==> src/tone_pkg.sv <==
//////////////////////////////////////////////////
// shared types and constants for the tone sound
// path: phase strobes, divider state, N ranges,
// interrupt state and vector constants
// referenced by scoped name from every module
//////////////////////////////////////////////////

package tone_pkg;

  //////////////////////////////////////////////////
  // plain vector types

  typedef logic [7:0]  tone_period_t;  // N and NC
  typedef logic [2:0]  nuc_count_t;    // NC reload counter
  typedef logic [7:0]  pcm_sample_t;   // raw DAC sample
  typedef logic [8:0]  pcm_out_t;      // two's complement PCM
  typedef logic [11:0] vec_addr_t;     // interrupt vector address

  //////////////////////////////////////////////////
  // enums

  // range of N, picks the tone interrupt source
  typedef enum logic [2:0] {
    RANGE_00_07 = 3'd0,
    RANGE_08_0F = 3'd1,
    RANGE_10_1F = 3'd2,
    RANGE_20_3F = 3'd3,
    RANGE_40_FF = 3'd4
  } n_range_e;

  typedef enum logic {
    IRQ_IDLE   = 1'b0,
    IRQ_ACTIVE = 1'b1
  } irq_state_e;

  //////////////////////////////////////////////////
  // bundles between stages

  typedef struct packed {
    logic tick;     // one step in eight
    logic cp2_win;  // second phase window
  } phase_strobes_t;

  typedef struct packed {
    logic       nc_reload_d;  // NC was 1 on last tick
    nuc_count_t nuc;
    n_range_e   range;
  } tone_state_t;

  //////////////////////////////////////////////////
  // vector constants

  localparam vec_addr_t TONE_VEC_BASE  = 12'h020;
  localparam int        RANGE_VEC_STEP = 4;  // offset per range step

endpackage

==> src/dac_output.sv <==
//////////////////////////////////////////////////
// DAC sample register and conversion of the DA
// word to a 9 bit two's complement PCM value
// written by the da_write strobe, holds until the
// next write
//////////////////////////////////////////////////

module dac_output (
  input  logic                  CLK,
  input  logic                  reset,
  input  logic                  cken,
  input  logic                  da_write,
  input  tone_pkg::pcm_sample_t da_sample,
  input  logic                  ts_bit,
  input  logic                  ss_bit,
  output tone_pkg::pcm_out_t    pcm_out
);

  typedef struct packed {
    logic                  inv;     // ss xor ts
    logic                  sign;    // ss
    tone_pkg::pcm_sample_t sample;
  } da_word_t;

  da_word_t              da;
  tone_pkg::pcm_sample_t dac_in;

  always_ff @(posedge CLK) begin
    if (reset) begin
      da <= '0;
    end else if (cken && da_write) begin
      da <= '{inv: ss_bit ^ ts_bit, sign: ss_bit, sample: da_sample};
    end
  end

  assign dac_in = da.inv ? ~da.sample : da.sample;  // DAC input stage

  // negative half folds back into two's complement
  assign pcm_out = {da.sign, (da.sign ? ~dac_in : dac_in)};

endmodule

==> src/irq_controller.sv <==
//////////////////////////////////////////////////
// single source interrupt controller for the tone
// trigger: pending bit set in the cp2 window,
// request pulse on the next tick, vector from the
// range of N, cleared by a return strobe
//////////////////////////////////////////////////

module irq_controller (
  input  logic                     CLK,
  input  logic                     reset,
  input  logic                     cken,
  input  tone_pkg::phase_strobes_t phase,
  input  logic                     tone_trig,
  input  tone_pkg::n_range_e       range,
  input  logic                     tone_ie,
  input  logic                     reti,
  output logic                     int_req,
  output tone_pkg::vec_addr_t      int_vec
);

  tone_pkg::irq_state_e state;
  logic                 pending;
  logic                 set_pend;
  logic                 go_active;
  logic                 ret_step;
  logic [1:0]           vec_idx;

  assign ret_step  = cken & reti;
  assign set_pend  = cken & phase.cp2_win & tone_trig & tone_ie & (state == tone_pkg::IRQ_IDLE);
  // return strobe wins over a new activation
  assign go_active = phase.tick & pending & (state == tone_pkg::IRQ_IDLE) & ~ret_step;

  //////////////////////////////////////////////////
  // state and pending

  always_ff @(posedge CLK) begin
    if (reset) begin
      state   <= tone_pkg::IRQ_IDLE;
      pending <= 1'b0;
    end else begin
      if (go_active) begin
        state   <= tone_pkg::IRQ_ACTIVE;
        pending <= 1'b0;
      end else if (set_pend) begin
        pending <= 1'b1;
      end
      if (ret_step) begin
        state <= tone_pkg::IRQ_IDLE;
      end
    end
  end

  assign int_req = go_active;  // one clock, in the tick step

  //////////////////////////////////////////////////
  // vector

  always_comb begin
    case (range)
      tone_pkg::RANGE_10_1F: vec_idx = 2'd1;
      tone_pkg::RANGE_20_3F: vec_idx = 2'd2;
      tone_pkg::RANGE_40_FF: vec_idx = 2'd3;
      default:               vec_idx = 2'd0;
    endcase
  end

  assign int_vec = tone_pkg::TONE_VEC_BASE
                 + tone_pkg::vec_addr_t'(tone_pkg::RANGE_VEC_STEP) * tone_pkg::vec_addr_t'(vec_idx);

  // a pending request only ever waits in the idle state
  a_pending_idle: assert property (@(posedge CLK) disable iff (reset)
    pending |-> (state == tone_pkg::IRQ_IDLE));

endmodule

==> src/phase_sequencer.sv <==
//////////////////////////////////////////////////
// step counter that splits the clock enable into
// machine cycles of PHASE_STEPS steps
// gives a tick on the last step and a registered
// cp2 window on steps 2 to 5 of each cycle
//////////////////////////////////////////////////

module phase_sequencer #(
  parameter int PHASE_STEPS = 8
) (
  input  logic                    CLK,
  input  logic                    reset,
  input  logic                    cken,
  output tone_pkg::phase_strobes_t phase
);

  localparam int CW        = $clog2(PHASE_STEPS);
  localparam int CP2_FIRST = 2;
  localparam int CP2_LAST  = 5;

  logic [CW-1:0] count;
  logic [CW-1:0] count_nxt;
  logic          last_step;
  logic          cp2_win_q;

  assign last_step = (count == CW'(PHASE_STEPS - 1));
  assign count_nxt = last_step ? '0 : count + 1'b1;

  always_ff @(posedge CLK) begin
    if (reset) begin
      count     <= '0;
      cp2_win_q <= 1'b0;
    end else if (cken) begin
      count     <= count_nxt;
      // window follows the count it will hold
      cp2_win_q <= (int'(count_nxt) >= CP2_FIRST) && (int'(count_nxt) <= CP2_LAST);
    end
  end

  assign phase.tick    = cken & last_step;  // only on a real step
  assign phase.cp2_win = cp2_win_q;

  // the tick step never falls inside the cp2 window
  a_tick_outside_cp2: assert property (@(posedge CLK) disable iff (reset)
    phase.tick |-> !phase.cp2_win);

endmodule

==> src/tone_divider.sv <==
//////////////////////////////////////////////////
// tone divider: N reload register, NC down counter
// and NUC reload counter, all advanced on ticks
// also classifies N into its range for the
// interrupt condition select
//////////////////////////////////////////////////

module tone_divider (
  input  logic                     CLK,
  input  logic                     reset,
  input  logic                     cken,
  input  tone_pkg::phase_strobes_t phase,
  input  logic                     n_load,
  input  tone_pkg::tone_period_t   n_value,
  output tone_pkg::tone_state_t    state
);

  tone_pkg::tone_period_t n;
  tone_pkg::tone_period_t nc;
  tone_pkg::nuc_count_t   nuc;
  tone_pkg::n_range_e     n_range;
  logic                   nc_eq_01;
  logic                   nc_reload_d;

  assign nc_eq_01 = (nc == 8'd1);  // reload point

  // N is written by the CPU side strobe
  always_ff @(posedge CLK) begin
    if (reset) begin
      n <= '0;
    end else if (cken && n_load) begin
      n <= n_value;
    end
  end

  //////////////////////////////////////////////////
  // NC / NUC counters

  always_ff @(posedge CLK) begin
    if (reset) begin
      nc          <= '0;
      nuc         <= '0;
      nc_reload_d <= 1'b0;
    end else if (cken && phase.tick) begin
      if (nc_eq_01) begin
        nc <= n;
      end else begin
        nc <= nc - 1'b1;  // wraps 0 -> ff
      end
      nc_reload_d <= nc_eq_01;
      if (nc_reload_d) begin
        nuc <= nuc + 1'b1;  // one count per reload
      end
    end
  end

  always_comb begin
    if (n < 8'h08) begin
      n_range = tone_pkg::RANGE_00_07;
    end else if (n < 8'h10) begin
      n_range = tone_pkg::RANGE_08_0F;
    end else if (n < 8'h20) begin
      n_range = tone_pkg::RANGE_10_1F;
    end else if (n < 8'h40) begin
      n_range = tone_pkg::RANGE_20_3F;  // 3f included
    end else begin
      n_range = tone_pkg::RANGE_40_FF;
    end
  end

  assign state.nc_reload_d = nc_reload_d;
  assign state.nuc         = nuc;
  assign state.range       = n_range;

  // NC only lands on 0 through a reload of N = 0
  a_nc_nonzero: assert property (@(posedge CLK) disable iff (reset)
    (cken && phase.tick) |=> (nc != '0) || ($past(n) == '0));

endmodule

==> src/tone_irq_detect.sv <==
//////////////////////////////////////////////////
// tone interrupt trigger: picks the condition that
// matches the range of N and flags its falling
// edge, one tick period long
//////////////////////////////////////////////////

module tone_irq_detect (
  input  logic                  CLK,
  input  logic                  reset,
  input  logic                  cken,
  input  logic                  tick,
  input  tone_pkg::tone_state_t state,
  output logic                  tone_trig,
  output tone_pkg::n_range_e    range
);

  logic tone_cond;
  logic tone_cond_d;

  // slower tones use higher NUC bits
  always_comb begin
    case (state.range)
      tone_pkg::RANGE_08_0F: tone_cond = state.nuc[2];
      tone_pkg::RANGE_10_1F: tone_cond = state.nuc[1];
      tone_pkg::RANGE_20_3F: tone_cond = state.nuc[0];
      tone_pkg::RANGE_40_FF: tone_cond = state.nc_reload_d;
      default:               tone_cond = 1'b0;  // 00-07 never fires
    endcase
  end

  //////////////////////////////////////////////////
  // falling edge detect, sampled per tick

  always_ff @(posedge CLK) begin
    if (reset) begin
      tone_cond_d <= 1'b0;
      tone_trig   <= 1'b0;
    end else if (cken && tick) begin
      tone_cond_d <= tone_cond;
      tone_trig   <= tone_cond_d & ~tone_cond;  // 1 -> 0
    end
  end

  assign range = state.range;  // vector select downstream

endmodule

==> src/tone_sound_top.sv <==
//////////////////////////////////////////////////
// top level of the tone sound path: phase
// sequencer, tone divider, trigger detect and
// interrupt controller in a chain, DAC output on
// its own branch
//////////////////////////////////////////////////

module tone_sound_top #(
  parameter int PHASE_STEPS = 8
) (
  input  logic                   CLK,
  input  logic                   reset,
  input  logic                   cken,
  input  logic                   n_load,
  input  tone_pkg::tone_period_t n_value,
  input  logic                   tone_ie,
  input  logic                   reti,
  input  logic                   da_write,
  input  tone_pkg::pcm_sample_t  da_sample,
  input  logic                   ts_bit,
  input  logic                   ss_bit,
  output logic                   int_req,
  output tone_pkg::vec_addr_t    int_vec,
  output tone_pkg::pcm_out_t     pcm_out
);

  tone_pkg::phase_strobes_t phase;
  tone_pkg::tone_state_t    tone_state;
  tone_pkg::n_range_e       range;
  logic                     tone_trig;

  phase_sequencer #(
    .PHASE_STEPS (PHASE_STEPS)
  ) phase_sequencer_inst (
    .CLK   (CLK),
    .reset (reset),
    .cken  (cken),
    .phase (phase)
  );

  tone_divider tone_divider_inst (
    .CLK     (CLK),
    .reset   (reset),
    .cken    (cken),
    .phase   (phase),
    .n_load  (n_load),
    .n_value (n_value),
    .state   (tone_state)
  );

  tone_irq_detect tone_irq_detect_inst (
    .CLK       (CLK),
    .reset     (reset),
    .cken      (cken),
    .tick      (phase.tick),
    .state     (tone_state),
    .tone_trig (tone_trig),
    .range     (range)
  );

  irq_controller irq_controller_inst (
    .CLK       (CLK),
    .reset     (reset),
    .cken      (cken),
    .phase     (phase),
    .tone_trig (tone_trig),
    .range     (range),
    .tone_ie   (tone_ie),
    .reti      (reti),
    .int_req   (int_req),
    .int_vec   (int_vec)
  );

  dac_output dac_output_inst (
    .CLK       (CLK),
    .reset     (reset),
    .cken      (cken),
    .da_write  (da_write),
    .da_sample (da_sample),
    .ts_bit    (ts_bit),
    .ss_bit    (ss_bit),
    .pcm_out   (pcm_out)
  );

endmodule

==> config.mk <==
export PLATFORM = sky130hd
export DESIGN_NAME = tone_sound_top
export DESIGN_NICKNAME = d
export VERILOG_FILES = /design/src/tone_pkg.sv /design/src/dac_output.sv /design/src/irq_controller.sv /design/src/phase_sequencer.sv /design/src/tone_divider.sv /design/src/tone_irq_detect.sv /design/src/tone_sound_top.sv
export SDC_FILE = /design/constraint.sdc
export NUM_CORES = 1
export LEC_CHECK = 0
export BUFFER_PORTS_ARGS = -buffer_cell sky130_fd_sc_hd__buf_2
export CAP_MARGIN = 20
export CORE_MARGIN = 10
export CORE_UTILIZATION = 57
export DETAILED_ROUTE_END_ITERATION = 7
export PLACE_DENSITY = 0.84
export SLEW_MARGIN = 20
export SYNTH_ARGS = -nofsm -noshare
export SYNTH_HDL_FRONTEND = slang
export SYNTH_SLANG_ARGS = --single-unit
export TNS_END_PERCENT = 50
==> constraint.sdc <==
create_clock -name CLK -period 3.98 [get_ports CLK]
set_input_delay 0.199 -clock CLK [delete_from_list [all_inputs] [get_ports CLK]]
set_output_delay 0.199 -clock CLK [all_outputs]
set_load 0.02 [all_outputs]
==> flow_metrics.tcl <==
set metrics [dict create \
    powerDensity_nw_per_um2 365.4 \
    die_x_um 78.24 \
    crit_fanout 6 \
    postCtsSetupBuffers 0 \
    finClkSkew_ns 0.01479 \
    clockBufferDepth 2 \
    cp_data_required_time_ns 3.78 \
    cp.depth 5 \
    post_drt_wl_per_cell_um 13.29 \
    overflow 0 \
    setup_violations 0 \
    syn-instance-count 228 \
    viasPerCell 5.289 \
    start_kind "register" \
    worstSetupStartpoint "phase_sequencer_inst.count[0]$_SDFFE_PP0P_" \
    slowest_delay_ns 0.46 \
    synth.most_common_cell "dfxtp_1" \
    num_rows 21 \
    die_y_um 78.24 \
    drive_gt1_share_pct 19.38 \
    tritoncts "yes" \
    area_delta_synth_final_pct 11.46 \
    drc 0 \
    r2r_start "phase_sequencer_inst.count[0]$_SDFFE_PP0P_" \
    core_region_area_sq_um 3311 \
    min_from "reti" \
    dieArea_sq_um 6121 \
    slew_violations 0 \
    worst_setup_path_end_kind "output pin" \
    worstPathCellList "ha_1, ha_1, nand2_1, nor4b_1, buf_2" \
    fin_cells 304 \
    routed_wl_um 4039 \
    start_util_pct 58.39 \
    finalNetCount 290 \
    htree_num_levels 2 \
    crit_top_cell "ha_1" \
    synth_commonest_cells "38 x dfxtp_1, 34 x nand2_1, 24 x a21oi_1" \
    pwr-share-comb_pct 14.5 \
    power_uw 787.2 \
    root_buffer "clkbuf_4" \
    num_vias 1608 \
    hold_viol 0 \
    ant_nets 0 \
    syn-cell-area_sq_um 1933 \
    ff2ff_path_depth 6 \
    numPlacedInstances 297 \
    cp_data_arrival_time_ns 2.02 \
    power_frac_seq_pct 51.0 \
    drt_iter0_markers 99 \
    hold_path_depth 2 \
    p_clk_share_pct 34.6 \
    period_share_pct 55.86 \
    cp.buffers_inverters 1 \
    status "completed" \
    swShare_pct 26.34 \
    worst_pin_slew_ns 1.008 \
    postCtsHoldBufs 0 \
    grt_usage_pct 13.11 \
    io_buffers 36 \
    n_antenna_cell 0 \
    cts_resized 0 \
    gp_congestion 0.7684 \
    synth_edf_count 0 \
    antenna_found_initial 0 \
    ios 47 \
    clk_pin_slew_ns 0.11 \
    reg2reg_slack_ns 1.77 \
    ys.warnings.count 0 \
    netlist.area_leader.share_pct 39.35 \
    synth_seq_area_share_pct 39.35 \
    vdd_drop_max_mv 0.3166 \
    worstSetupPathType "register to output pin" \
    clkLatencyLatePin_ns 0.35 \
    slew_headroom_pct 32.34 \
    crit_slowest_cell "nor4b_1" \
    cap_viol_max_count 0 \
    grt_pass1_vias 1507 \
    yosys.area.top_type "dfxtp_1" \
    p_int_uw 579.9 \
    cts.sinks 38 \
    synth_cell_types 45 \
    fin_setup_tns_ns 0 \
    yosys_register_bits 38 \
    avgSynthCellArea_sq_um 8.479 \
    rsz0062_at_grt "false" \
    ys_top_cells_by_area "dfxtp_1 39%, nand2_1 6.6%, a21oi_1 6.2%, buf_4 5.0%, xnor2_1 5.0%" \
    p_switching_uw 207.3 \
    layout_min_cycle_time_ns 2.223 \
    hold_class "primary input to register" \
    ys_async_sr_fraction_pct 0 \
    cts_inserted_buffers 5 \
    place_hpwl_um 3005 \
    drt_pass1_iterations 4 \
    grt_pass1_wl_um 6782 \
    ys.flop_type "dfxtp_1" \
    p_leak_nw 0.8677 \
    fmax_mhz 449.8 \
    cpLargestDelayFamily "simple AND/OR/NAND/NOR gates" \
    grt_max_degree 41 \
]
-- path summary, 6_finish.rpt --
kind | endpoint
hold / removal | irq_controller_inst.state$_SDFFE_PP0P_
setup / recovery | int_req
hold reg to reg | tone_divider_inst.n[2]$_SDFFE_PP0P_
setup reg to reg | tone_divider_inst.nc[4]$_SDFFE_PP0P_
-- placed cells by master, fill, tap and decap left out, types with 2 or more instances in the layout --
cell	count
nand4_1	3
nand2b_1	2
o21ai_0	4
xnor2_1	11
inv_1	8
nor4_1	2
mux2i_1	5
a31oi_1	5
a21o_1	2
buf_2	36
a21oi_1	24
a211oi_1	3
a311oi_1	2
nor2_1	13
clkbuf_4	5
nor3b_1	2
nand3b_1	2
conb_1	10
ha_1	7
nor3_1	3
dfxtp_1	38
or3_1	2
nand2_1	34
nand3_1	11
xor2_1	2
and2_1	2
-- metrics by stage --
step / hold WS [ns] / setup slack, ns / util (%) / area (sq um)
after floorplan: 0.2991 / 2.102 / - / 1963
after detailed placement: 0.4126 / 1.820 / 62.62 / 2073
final: 0.04450 / 1.757 / 65.08 / 2155
after global routing: 0.06135 / 1.563 / 65.08 / 2155
after CTS: 0.04102 / 1.745 / 65.08 / 2155
after global placement: 0.4052 / 1.914 / 62.62 / 2073
-- cells by family (layout without fill, tap and decap cells) --
group                      count (synthesis)  count (layout)  share of synthesized area [%]
AOI/OAI and AO/OA                         48              48                          15.21
xor gates and xnor gates                  13              13                          5.890
adders and majority gates                  7               7                          4.531
buffers and inverters                     29              51                          8.155
DFF                                       38              38                          39.35
muxes                                      5               5                          2.589
other                                      2              10                         0.3885
and+or+nand+nor                           86              86                          23.88
-- state kept, by name (all words and copies together), names as in the netlist --
register	flops
dac_output_inst.da	9
tone_divider_inst.n	8
tone_divider_inst.nc	8
phase_sequencer_inst.count	3
tone_divider_inst.nuc	3
dac_output_inst.pcm_out	1
irq_controller_inst.pending	1
irq_controller_inst.state	1
phase_sequencer_inst.cp2_win_q	1
tone_divider_inst.nc_reload_d	1
tone_irq_detect_inst.tone_cond_d	1
tone_irq_detect_inst.tone_trig	1
-- cell type report --
type,instances,area [sq um]
fill,319,1156
multi-input combinational,169,1045
sequential,38,760.7
timing repair buffer,36,180.2
tap,46,57.56
clock buffer,6,51.30
clock inverter,1,30.03
inverter,8,30.03
-- metal layers --
layer	track usage, %	up-vias	wire [um]
li1	-	825	-
met1	15.35	746	1819
met2	21.96	30	1990
met3	4.100	7	168
met4	4.839	0	61
met5	0	-	0
-- power groups by stage --
| stage | registers [mW] | logic (mW) | clock network, mW |
|---|---|---|---|
| floorplan | 0.407 | 0.0884 | 0 |
| global placement | 0.409 | 0.113 | 0 |
| detailed placement | 0.410 | 0.115 | 0 |
| CTS | 0.401 | 0.115 | 0.273 |
| global route | 0.403 | 0.126 | 0.285 |
| finish | 0.401 | 0.114 | 0.272 |
(Power assumes the default switching activity.)
